==> src/hdl/rvPkg.sv <==
package rvPkg;

    localparam int XLEN     = 32;
    localparam int NUM_REGS = 32;

    typedef logic [XLEN-1:0]               word_t;    // data, address or instruction
    typedef logic [$clog2(NUM_REGS)-1:0]   regAddr_t;
    typedef logic [6:0]                    opcode_t;
    typedef logic [2:0]                    funct3_t;
    typedef logic [XLEN/8-1:0]             byteEn_t;  // one bit per byte lane

    // major opcodes, RV32I base set only
    localparam opcode_t OP_LUI    = 7'b0110111;
    localparam opcode_t OP_AUIPC  = 7'b0010111;
    localparam opcode_t OP_JAL    = 7'b1101111;
    localparam opcode_t OP_JALR   = 7'b1100111;
    localparam opcode_t OP_BRANCH = 7'b1100011;
    localparam opcode_t OP_LOAD   = 7'b0000011;
    localparam opcode_t OP_STORE  = 7'b0100011;
    localparam opcode_t OP_IMM    = 7'b0010011;
    localparam opcode_t OP_REG    = 7'b0110011;

    // branch compares, 010 and 011 unused
    localparam funct3_t F3_BEQ  = 3'b000;
    localparam funct3_t F3_BNE  = 3'b001;
    localparam funct3_t F3_BLT  = 3'b100;
    localparam funct3_t F3_BGE  = 3'b101;
    localparam funct3_t F3_BLTU = 3'b110;
    localparam funct3_t F3_BGEU = 3'b111;

    // load widths, bit 2 means zero extend
    localparam funct3_t F3_LB  = 3'b000;
    localparam funct3_t F3_LH  = 3'b001;
    localparam funct3_t F3_LW  = 3'b010;
    localparam funct3_t F3_LBU = 3'b100;
    localparam funct3_t F3_LHU = 3'b101;

    localparam funct3_t F3_SB = 3'b000;
    localparam funct3_t F3_SH = 3'b001;
    localparam funct3_t F3_SW = 3'b010;

    // shared by OP and OP-IMM
    localparam funct3_t F3_ADD  = 3'b000;  // also SUB
    localparam funct3_t F3_SLL  = 3'b001;
    localparam funct3_t F3_SLT  = 3'b010;
    localparam funct3_t F3_SLTU = 3'b011;
    localparam funct3_t F3_XOR  = 3'b100;
    localparam funct3_t F3_SRL  = 3'b101;  // also SRA
    localparam funct3_t F3_OR   = 3'b110;
    localparam funct3_t F3_AND  = 3'b111;

endpackage

==> src/hdl/decodeIf.sv <==
`timescale 1ns/1ps

// decoded fields, all combinational from the current instr
interface decodeIf;
    import rvPkg::*;

    opcode_t  opcode;
    funct3_t  funct3;
    logic     funct7b5;  // SUB / SRA select
    regAddr_t rd;
    regAddr_t rs1;
    regAddr_t rs2;
    word_t    imm;       // already sign extended for the format
    logic     illegal;

    modport decoder (
        output opcode, funct3, funct7b5, rd, rs1, rs2, imm, illegal
    );

    modport exec (
        input opcode, funct3, funct7b5, rd, rs1, rs2, imm, illegal
    );

endinterface

==> src/hdl/instrDecode.sv <==
`timescale 1ns/1ps

module instrDecode (
    input rvPkg::word_t instr,
    decodeIf.decoder    dec
);
    import rvPkg::*;

    opcode_t    opcode;
    funct3_t    funct3;
    logic [6:0] funct7;
    word_t      immI;
    word_t      immS;
    word_t      immB;
    word_t      immU;
    word_t      immJ;

    assign opcode = instr[6:0];
    assign funct3 = instr[14:12];
    assign funct7 = instr[31:25];

    assign immI = {{20{instr[31]}}, instr[31:20]};
    assign immS = {{20{instr[31]}}, instr[31:25], instr[11:7]};
    assign immB = {{19{instr[31]}}, instr[31], instr[7], instr[30:25], instr[11:8], 1'b0};
    assign immU = {instr[31:12], 12'b0};
    assign immJ = {{11{instr[31]}}, instr[31], instr[19:12], instr[20], instr[30:21], 1'b0};

    assign dec.opcode   = opcode;
    assign dec.funct3   = funct3;
    assign dec.funct7b5 = instr[30];
    assign dec.rd       = instr[11:7];
    assign dec.rs1      = instr[19:15];
    assign dec.rs2      = instr[24:20];

    always_comb begin
        case (opcode)
            OP_LUI, OP_AUIPC: dec.imm = immU;
            OP_JAL:           dec.imm = immJ;
            OP_BRANCH:        dec.imm = immB;
            OP_STORE:         dec.imm = immS;
            default:          dec.imm = immI;  // JALR, loads, OP-IMM
        endcase
    end

    // the only place legality is decided
    always_comb begin
        case (opcode)
            OP_LUI, OP_AUIPC, OP_JAL: dec.illegal = 1'b0;
            OP_JALR:   dec.illegal = (funct3 != 3'b000);
            OP_BRANCH: dec.illegal = (funct3 == 3'b010) || (funct3 == 3'b011);
            OP_LOAD:   dec.illegal = (funct3 == 3'b011) || funct3[2:1] == 2'b11;
            OP_STORE:  dec.illegal = (funct3 > F3_SW);
            OP_IMM: begin
                if (funct3 == F3_SLL)
                    dec.illegal = (funct7 != 7'b0);
                else if (funct3 == F3_SRL)
                    dec.illegal = ({funct7[6], funct7[4:0]} != 6'b0);  // SRAI keeps bit 30
                else
                    dec.illegal = 1'b0;
            end
            OP_REG: begin
                if (funct3 == F3_ADD || funct3 == F3_SRL)
                    dec.illegal = ({funct7[6], funct7[4:0]} != 6'b0);
                else
                    dec.illegal = (funct7 != 7'b0);
            end
            default: dec.illegal = 1'b1;  // unknown, incl. FENCE and SYSTEM
        endcase
    end

endmodule

==> src/hdl/intAlu.sv <==
`timescale 1ns/1ps

module intAlu (
    decodeIf.exec        dec,
    input  rvPkg::word_t rs1Data,
    input  rvPkg::word_t rs2Data,
    output rvPkg::word_t result
);
    import rvPkg::*;

    word_t      opB;
    logic [4:0] shamt;
    logic       isSub;
    logic       lessSigned;
    logic       lessUnsigned;
    word_t      sraResult;

    assign opB   = (dec.opcode == OP_IMM) ? dec.imm : rs2Data;
    assign shamt = opB[4:0];

    // bit 30 is an immediate bit for ADDI, so SUB only exists in OP
    assign isSub = (dec.opcode == OP_REG) && dec.funct7b5;

    assign lessUnsigned = (rs1Data < opB);

    // signs differ -> the negative one is smaller
    assign lessSigned = (rs1Data[XLEN-1] != opB[XLEN-1]) ? rs1Data[XLEN-1] : lessUnsigned;

    // logical shift, then fill the vacated top bits with the sign
    assign sraResult = (rs1Data >> shamt) |
                       ({XLEN{rs1Data[XLEN-1]}} & ~({XLEN{1'b1}} >> shamt));

    always_comb begin
        case (dec.funct3)
            F3_ADD:  result = isSub ? rs1Data - opB : rs1Data + opB;
            F3_SLL:  result = rs1Data << shamt;
            F3_SLT:  result = {{(XLEN-1){1'b0}}, lessSigned};
            F3_SLTU: result = {{(XLEN-1){1'b0}}, lessUnsigned};
            F3_XOR:  result = rs1Data ^ opB;
            F3_SRL:  result = dec.funct7b5 ? sraResult : rs1Data >> shamt;  // SRA(I) on bit 30
            F3_OR:   result = rs1Data | opB;
            F3_AND:  result = rs1Data & opB;
            default: result = '0;
        endcase
    end

endmodule

==> src/hdl/loadStoreUnit.sv <==
`timescale 1ns/1ps

module loadStoreUnit (
    decodeIf.exec          dec,
    input  rvPkg::word_t   rs1Data,
    input  rvPkg::word_t   rs2Data,
    input  rvPkg::word_t   dataRead,
    output rvPkg::word_t   addr,
    output rvPkg::word_t   writeData,
    output rvPkg::byteEn_t byteEn,
    output rvPkg::word_t   loadData
);
    import rvPkg::*;

    logic [1:0] lane;
    word_t      shifted;

    assign addr = rs1Data + dec.imm;  // same sum for I and S immediates
    assign lane = addr[1:0];          // aligned access assumed

    // store side, data copied to every lane and the enables pick
    always_comb begin
        case (dec.funct3)
            F3_SB: begin
                writeData = {4{rs2Data[7:0]}};
                byteEn    = 4'b0001 << lane;
            end
            F3_SH: begin
                writeData = {2{rs2Data[15:0]}};
                byteEn    = lane[1] ? 4'b1100 : 4'b0011;
            end
            F3_SW: begin
                writeData = rs2Data;
                byteEn    = 4'b1111;
            end
            default: begin
                writeData = rs2Data;
                byteEn    = '0;
            end
        endcase
    end

    // load side
    assign shifted = dataRead >> {lane, 3'b000};  // addressed lane down to bit 0

    always_comb begin
        case (dec.funct3)
            F3_LB:   loadData = {{24{shifted[7]}}, shifted[7:0]};
            F3_LH:   loadData = {{16{shifted[15]}}, shifted[15:0]};
            F3_LW:   loadData = dataRead;
            F3_LBU:  loadData = {24'b0, shifted[7:0]};
            F3_LHU:  loadData = {16'b0, shifted[15:0]};
            default: loadData = '0;
        endcase
    end

endmodule

==> src/hdl/nextPcUnit.sv <==
`timescale 1ns/1ps

module nextPcUnit (
    decodeIf.exec        dec,
    input  rvPkg::word_t pc,
    input  rvPkg::word_t rs1Data,
    input  rvPkg::word_t rs2Data,
    output rvPkg::word_t pcNext,
    output rvPkg::word_t pcPlus4,
    output rvPkg::word_t pcPlusImm
);
    import rvPkg::*;

    logic  isEq;
    logic  ltUnsigned;
    logic  ltSigned;
    logic  taken;
    word_t jalrSum;

    assign pcPlus4   = pc + XLEN'(4);
    assign pcPlusImm = pc + dec.imm;  // branch/JAL target, AUIPC result
    assign jalrSum   = rs1Data + dec.imm;

    assign isEq       = (rs1Data == rs2Data);
    assign ltUnsigned = (rs1Data < rs2Data);
    assign ltSigned   = (rs1Data[XLEN-1] != rs2Data[XLEN-1]) ? rs1Data[XLEN-1] : ltUnsigned;

    always_comb begin
        case (dec.funct3)
            F3_BEQ:  taken = isEq;
            F3_BNE:  taken = !isEq;
            F3_BLT:  taken = ltSigned;
            F3_BGE:  taken = !ltSigned;
            F3_BLTU: taken = ltUnsigned;
            F3_BGEU: taken = !ltUnsigned;
            default: taken = 1'b0;  // illegal funct3, flagged by decoder
        endcase
    end

    always_comb begin
        case (dec.opcode)
            OP_JAL:    pcNext = pcPlusImm;
            OP_JALR:   pcNext = {jalrSum[XLEN-1:1], 1'b0};
            OP_BRANCH: pcNext = taken ? pcPlusImm : pcPlus4;
            default:   pcNext = pcPlus4;
        endcase
    end

endmodule

==> src/hdl/regFile.sv <==
`timescale 1ns/1ps

module regFile (
    input  logic            clk,
    input  logic            rst,
    input  rvPkg::regAddr_t rs1,
    input  rvPkg::regAddr_t rs2,
    output rvPkg::word_t    rs1Data,
    output rvPkg::word_t    rs2Data,
    input  rvPkg::regAddr_t rd,
    input  rvPkg::word_t    rdData,
    input  logic            we
);
    import rvPkg::*;

    word_t regs [1:NUM_REGS-1];  // x0 has no storage

    always_ff @(posedge clk) begin
        if (rst) begin
            for (int i = 1; i < NUM_REGS; i++)
                regs[i] <= '0;
        end else if (we && rd != '0) begin
            regs[rd] <= rdData;
        end
    end

    assign rs1Data = (rs1 == '0) ? '0 : regs[rs1];
    assign rs2Data = (rs2 == '0) ? '0 : regs[rs2];

endmodule

==> src/hdl/riscvSingleCycle.sv <==
`timescale 1ns/1ps

module riscvSingleCycle (
    input  logic           clk,
    input  logic           rst,
    output rvPkg::word_t   instrAddr,
    input  rvPkg::word_t   instr,
    output rvPkg::word_t   dataAddr,
    output rvPkg::word_t   dataWrite,
    output rvPkg::byteEn_t dataByteEn,
    output logic           dataWe,
    input  rvPkg::word_t   dataRead,
    output logic           halt
);
    import rvPkg::*;

    word_t pc;
    word_t pcNext;
    word_t pcPlus4;
    word_t pcPlusImm;
    word_t rs1Data;
    word_t rs2Data;
    word_t aluResult;
    word_t loadData;
    word_t wbData;
    logic  writesRd;
    logic  rdWe;

    decodeIf dec ();

    instrDecode u_decode (.instr(instr), .dec(dec));

    regFile u_regs (
        .clk(clk), .rst(rst),
        .rs1(dec.rs1), .rs2(dec.rs2),
        .rs1Data(rs1Data), .rs2Data(rs2Data),
        .rd(dec.rd), .rdData(wbData), .we(rdWe)
    );

    intAlu u_alu (.dec(dec), .rs1Data(rs1Data), .rs2Data(rs2Data), .result(aluResult));

    nextPcUnit u_npc (
        .dec(dec), .pc(pc), .rs1Data(rs1Data), .rs2Data(rs2Data),
        .pcNext(pcNext), .pcPlus4(pcPlus4), .pcPlusImm(pcPlusImm)
    );

    loadStoreUnit u_lsu (
        .dec(dec), .rs1Data(rs1Data), .rs2Data(rs2Data), .dataRead(dataRead),
        .addr(dataAddr), .writeData(dataWrite), .byteEn(dataByteEn), .loadData(loadData)
    );

    always_comb begin
        writesRd = 1'b1;
        case (dec.opcode)
            OP_REG, OP_IMM:  wbData = aluResult;
            OP_LOAD:         wbData = loadData;
            OP_JAL, OP_JALR: wbData = pcPlus4;  // link address
            OP_LUI:          wbData = dec.imm;
            OP_AUIPC:        wbData = pcPlusImm;
            default: begin
                wbData   = '0;
                writesRd = 1'b0;  // branches, stores, unknown
            end
        endcase
    end

    assign rdWe   = writesRd && !dec.illegal && !halt;
    assign dataWe = (dec.opcode == OP_STORE) && !dec.illegal && !halt && !rst;  // no write in reset

    assign instrAddr = pc;

    // halt is sticky, pc stays on the illegal word
    always_ff @(posedge clk) begin
        if (rst) begin
            pc   <= '0;
            halt <= 1'b0;
        end else if (!halt) begin
            halt <= dec.illegal;
            if (!dec.illegal)
                pc <= pcNext;
        end
    end

endmodule

==> config.mk <==
export PLATFORM = sky130hd
export DESIGN_NAME = riscvSingleCycle
export DESIGN_NICKNAME = d
export VERILOG_FILES = /design/src/hdl/rvPkg.sv /design/src/hdl/decodeIf.sv /design/src/hdl/instrDecode.sv /design/src/hdl/intAlu.sv /design/src/hdl/loadStoreUnit.sv /design/src/hdl/nextPcUnit.sv /design/src/hdl/regFile.sv /design/src/hdl/riscvSingleCycle.sv
export SDC_FILE = /design/constraint.sdc
export NUM_CORES = 2
export LEC_CHECK = 0
export BUFFER_PORTS_ARGS = -buffer_cell sky130_fd_sc_hd__clkbuf_2
export CAP_MARGIN = 10
export CORE_MARGIN = 2
export CORE_UTILIZATION = 60
export DETAILED_ROUTE_END_ITERATION = 16
export PLACE_DENSITY_LB_ADDON = 0.08
export REMOVE_ABC_BUFFERS = 1
export SKIP_LAST_GASP = 1
export SLEW_MARGIN = 20
export SYNTH_ARGS = -nofsm -noshare
export SYNTH_HDL_FRONTEND = slang
export SYNTH_SLANG_ARGS = --single-unit
==> constraint.sdc <==
create_clock -name clk -period 19.15 [get_ports clk]
set_clock_uncertainty 0.2 [all_clocks]
set_input_delay 0.9575 -clock clk [delete_from_list [all_inputs] [get_ports clk]]
set_output_delay 0.9575 -clock clk [all_outputs]
set_load 0.05 [all_outputs]
* Word level (Yosys, flattened, before mapping)
Memory sizes are Yosys's and may differ from the RTL's. Index checks and enable logic that the tools add are counted. Widths: inputs -> output; s select.
Word-level totals: register bits 33, output and inout port bits 102, memories kept 1, RAM bits 992, input bits 66
Operators by class: bitwise gates (word level) 8, magnitude comparators 3, reduce and logical (&&, ||, !) cells 30, muxes and demuxes 31, eq/ne operators 20, shift-type cells 5, add/subtract/negate cells 5
Memories:
- u_regs.regs | depth 31, bits a word 32, read ports 2, clocked after Yosys merged registers in 0, write ports 31, RTL line regFile.sv:16 | word_t regs [1:NUM_REGS-1];
Operators with widths (count):
- $pmux 32 s5 | 2
- $pmux 32 s8 | 1
- $mux 32 | 7
- $pmux 31 s4 | 1
- $add 32x32->32 | 3
- $pmux 32 s3 | 1
- $and 32x32->32 | 2
- $lt 32x32->1 | 2
- $or 32x32->32 | 2
- $pmux 32 s2 | 1
- $add 32x3->32 const B | 1
- $eq 32x32->1 | 1
- $not 32->32 | 1
- $reduce_or 32->1 | 1
- $shl 32x5->32 | 1
- $shr 32x5->16 | 1
- $shr 32x5->32 | 1
- $shr 32x5->32 const A | 1
- $sub 32x32->32 | 1
- $xor 32x32->32 | 1
- $eq 7x6->1 const B | 3
- $eq 7x7->1 const B | 3
- $eq 7x5->1 const B | 2
- $mux 1 | 13
- other kinds (27) | 49

* Depth between registers and ports, before layout
depth in word-level cells 13, gate-level depth with buffers 28, mapped depth without buffers 24

* Cells and area by module
A second synthesis with hierarchy kept.
Second synthesis, totals: cells, all modules 6798, area, all modules 74769.2 um^2
Modules (own cells, without submodules):
- regFile | cells each 3765, area each 54631.1 um^2, seq. area each 30749.5 um^2, instances 1
- intAlu | cells each 1468, area each 8983.6 um^2, seq. area each 0.0 um^2, instances 1
- nextPcUnit | cells each 690, area each 4820.9 um^2, seq. area each 0.0 um^2, instances 1
- loadStoreUnit | cells each 456, area each 3010.4 um^2, seq. area each 0.0 um^2, instances 1
- riscvSingleCycle | cells each 317, area each 2587.5 um^2, seq. area each 660.6 um^2, instances 1
- instrDecode | cells each 102, area each 735.7 um^2, seq. area each 0.0 um^2, instances 1

* Worst setup path after synthesis
OpenSTA, ideal clock, no wires.
path type in2reg, start point input instr[20], end point memory u_regs.regs[4][31] (netlist bit) (data pin), path buffers 8, cell stages on the path 26, arrival time 7.439 ns, library setup time 0.265 ns, setup slack 11.246 ns, data required time 18.685 ns, cells stage by stage buf_2 > buf_2 > buf_2 > buf_4 > clkbuf_1 > buf_1 > mux4_2 > mux4_2 > mux2_2 > nand2_1 > o21ai_0 > ha_1 > clkbuf_1 > nor3b_1 > nor4_1 > o211ai_1 > a2111oi_0 > o211ai_1 > a21boi_0 > o21ai_0 > a211o_1 > a211oi_1 > nor4_1 > a211oi_2 > buf_2 > nor2_1
RTL lines:
- start, declared | RTL line riscvSingleCycle.sv:7 | input rvPkg::word_t instr,
- end, declared | RTL line regFile.sv:16

* Worst setup path after layout
start point input instr[15], end point output dataAddr[31]
Between the ends: longest elaborated chain between the ends 3, elaborated cells between the ends (all ways) 5, classes of those cells 1 x add/sub; 2 x mux; 1 x reduce/logical; 1 x memory
Ends and longest elaborated chain:
- $mem_v2 31x32 or $logic_not 5->1 (tied branches)
- $mux 32 | RTL line regFile.sv:27 | assign rs1Data = (rs1 == '0) ? '0 : regs[rs1];
- $add 32x32->32 (*) | RTL line loadStoreUnit.sv:18 | assign addr = rs1Data + dec.imm;
- end, declared | RTL line riscvSingleCycle.sv:8 | output rvPkg::word_t dataAddr,
Mark *: on every way between the ends. The rest lies on a longest branch, timed or not.

==> run metrics <==
clock latency on the worst-skew pair 770 ps; setup repair after global routing missed its margin false; peak supply drop 104 uV; HPWL after detailed placement a little over 200,000 microns; Endpoint, Worst Hold instrAddr[0]; total design power between 0.006 and 0.007 W; global-route wire length before repair between 400,000 and 500,000 microns; Static Leakage 27.3 nW; post-synthesis cell type with the largest combined area sky130_fd_sc_hd__edfxtp_1; required time of the critical path approximately 18,000 ps; worst hold path stage count 2; Reg2Reg Launch Point u_regs.regs[6][6]; Multi-input gate area roughly 35,000 sq um; commonest register cell after synthesis sky130_fd_sc_hd__edfxtp_1; vias in the first global route approximately 58,000; setup violators final 0; final-stage net count 6,537; post-detailed-route via-to-cell ratio around 7.7; worst-margin pin slew 1260 ps; post-detailed-route wirelength per cell 39.3 microns; fin. max-slew vios 0; number of buffers on the longest clock path 3; slew margin rel. 0.157; CTS Root Cell sky130_fd_sc_hd__clkbuf_16; synthesis warning total 0; initial antenna violation count 16; setup TNS 0 ps; aggregate global-route resource usage 0.517; count of different cell masters after synthesis between 90 and 100; number of enable-type register cells in the synthesized netlist ~1,000; CTS Sinks between 1,000 and 1,500; CP Data Arrival Time between 8000 and 9000 ps; endpoint kind of the worst setup timing path output port; largest net degree at the start of global routing 111; Die ar. roughly 120,000 sq um; register area 31,400 sq um; most frequently used cell type in the post-synthesis netlist sky130_fd_sc_hd__nor2_1; Filler Cell Count approximately 8,600; via count slightly above 60,000; final routed wirelength across all metal layers around 310,000 microns; synthesis-to-finish area growth 8.61%; status finished clean; number of DRC violations after detailed routing 0; Clock transition at path regs ~60 ps; number of standard-cell rows in the floorplan about 120; Cell Chain, Critical Path buf_8, buf_12, buf_4, mux4_2, a22oi_1, nand2_1, o31ai_1, inv_1, ha_1, nor3_1, o21a_1, o21ai_0, o21ai_0, a21oi_1, o41ai_1, o21ai_0, o31a_1, o21ai_0, nand2b_1, xnor2_1, clkbuf_2; number of failing hold endpoints at the final stage 0; I/O pin cnt 168; Remaining Overflow, GRT 0; CTS H-tree depth 3; number of cell instances on the worst register-to-register path 19; critical path fanouts, max between 100 and 150; share of post-route cells with drive strength above 1 0.186; total of flip-flops plus latches after synthesis around 1,100; router iterations before antenna repair 8; async set or reset register ratio after synthesis 0; startpoint of the tightest hold check path instrAddr[0]; area share of the largest cell type after synthesis 0.443; critical path start-end classification input pin to output port; minimum clock period ~10,000 ps; synth top area cells sky130_fd_sc_hd__edfxtp_1 (44%), sky130_fd_sc_hd__mux4_2 (14%), sky130_fd_sc_hd__nor2_1 (7.0%); post-synthesis instance area slightly below 70,000 sq um; number of cells produced by synthesis 6,307; setup slack of the worst register-to-register path between 10,000 and 15,000 ps; share of the clock period used by the worst path 0.524; nature of the critical path startpoint input pin; Die X between 300 and 400 microns; Max Clock Freq between 90 and 100 MHz; count of input and output buffers around 170; number of design-rule violations left by the first detailed-router iteration roughly 11,000; top cell types by occurrence after synthesis sky130_fd_sc_hd__nor2_1 (1,295), sky130_fd_sc_hd__edfxtp_1 (1,024), sky130_fd_sc_hd__mux4_2 (443); antenna-violating nets left 0; number of max-cap violations 0; maximum single-stage delay on the critical path between 800 and 900 ps; CTS buffer count about 110; Crit Reg-Reg Endpoint u_regs.regs[3][27]; post-synthesis average cell area between 10 and 15 sq um; Die Span Y 344 microns; worst min-delay path class flop to flop; power density over the cells ~87 nW/um^2; gpl congestion between 1 and 1.5; post-cts hold buffer count 0; core area around 110,000 sq um; CTS tree yes; initial core utilization 0.606; most common cell type on the critical path sky130_fd_sc_hd__o21ai_0; sequential cell area fraction in the yosys report 0.453; slowest stage cell on the critical path sky130_fd_sc_hd__buf_4; CTS-repair resized insts 0; buffer count from post-CTS setup fixing 0
[worst max-delay path: cells and delay by family]
| kind | cells | cell delay, ps |
|---|---|---|
| xor+xnor | 1 | 180 |
| buf+inv | 5 | 2710 |
| simple gates | 3 | 380 |
| compound gates | 10 | 3490 |
| fa+ha+maj | 1 | 370 |
| mux | 1 | 600 |
[logic make-up after synthesis]
family	after synthesis	synth area share
buffers and inverters	727	0.0454
muxes	802	0.197
DFF	1057	0.453
other	1	0.0000540
AOI/OAI and AO/OA	1293	0.126
and+or+nand+nor	2119	0.130
adders and majority gates	197	0.0359
xor gates and xnor gates	111	0.0140
[metal layers]
| metal | vias up | GRT usage | wire length, microns |
|---|---|---|---|
| li1 | 23800 | - | - |
| met1 | 29300 | 0.657 | 102000 |
| met2 | 6396 | 0.711 | 125000 |
| met3 | 1605 | 0.195 | 52000 |
| met4 | 22 | 0.404 | 30500 |
| met5 | - | 0.00841 | 274 |
[registers in the layout, indices dropped and copies added (netlist names)]
name / count
halt: 1
u_regs.regs: 1024
instrAddr: 32
[worst max-delay path by stage]
stage | start | slack, ps | to | depth (start not counted)
final | instr[15] | 9120 | dataAddr[31] | 21
after global routing | instr[15] | 8730 | dataAddr[31] | 21
after global placement | instr[15] | 9020 | u_regs.regs[30][23] | 21
after CTS | instr[15] | 9370 | dataAddr[31] | 21
after detailed placement | instr[15] | 8970 | u_regs.regs[16][23] | 21
after floorplan | instr[20] | 7080 | u_regs.regs[10][28] | 18
[per-stage QoR]
stage | hold slack [ps] | setup WS (ps) | instance area, sq um | cells | util
floorplan | 487 | 7080 | 67000 | 5773 | -
global placement | 300 | 9020 | 72000 | 7678 | 0.629
detailed placement | 309 | 8970 | 72000 | 7678 | 0.629
CTS | 315 | 9370 | 75400 | 7878 | 0.658
global route | 345 | 8730 | 75400 | 7879 | 0.658
finish | 328 | 9120 | 75400 | 7887 | 0.658
[area by class of cell]
cell class,count,share of cell area
clock inverters,72,0.00798
diodes,9,0.000299
clock buffers,128,0.0368
inverters,162,0.00807
multi-input cells,4554,0.470
flip-flops and latches,1057,0.417
well taps,1512,0.0251
repair buffers,393,0.0347
[layout by cell type (no fill, tap or decap), types with 120 or more instances in the layout]
master	n
sky130_fd_sc_hd__nor2_1	1286
sky130_fd_sc_hd__buf_4	225
sky130_fd_sc_hd__mux2i_1	298
sky130_fd_sc_hd__a21oi_1	276
sky130_fd_sc_hd__nand2_1	311
sky130_fd_sc_hd__a22oi_1	149
sky130_fd_sc_hd__edfxtp_1	1024
sky130_fd_sc_hd__clkbuf_2	160
sky130_fd_sc_hd__ha_1	192
sky130_fd_sc_hd__nand3_1	120
sky130_fd_sc_hd__inv_1	151
sky130_fd_sc_hd__mux4_2	443
sky130_fd_sc_hd__o21ai_0	255
[report_power, final]
part / switching, W / internal (W)
clock network: 0.000961 / 0.00112
registers: 0.0000471 / 0.00261
logic: 0.00126 / 0.000545
(Power assumes the default switching activity.)
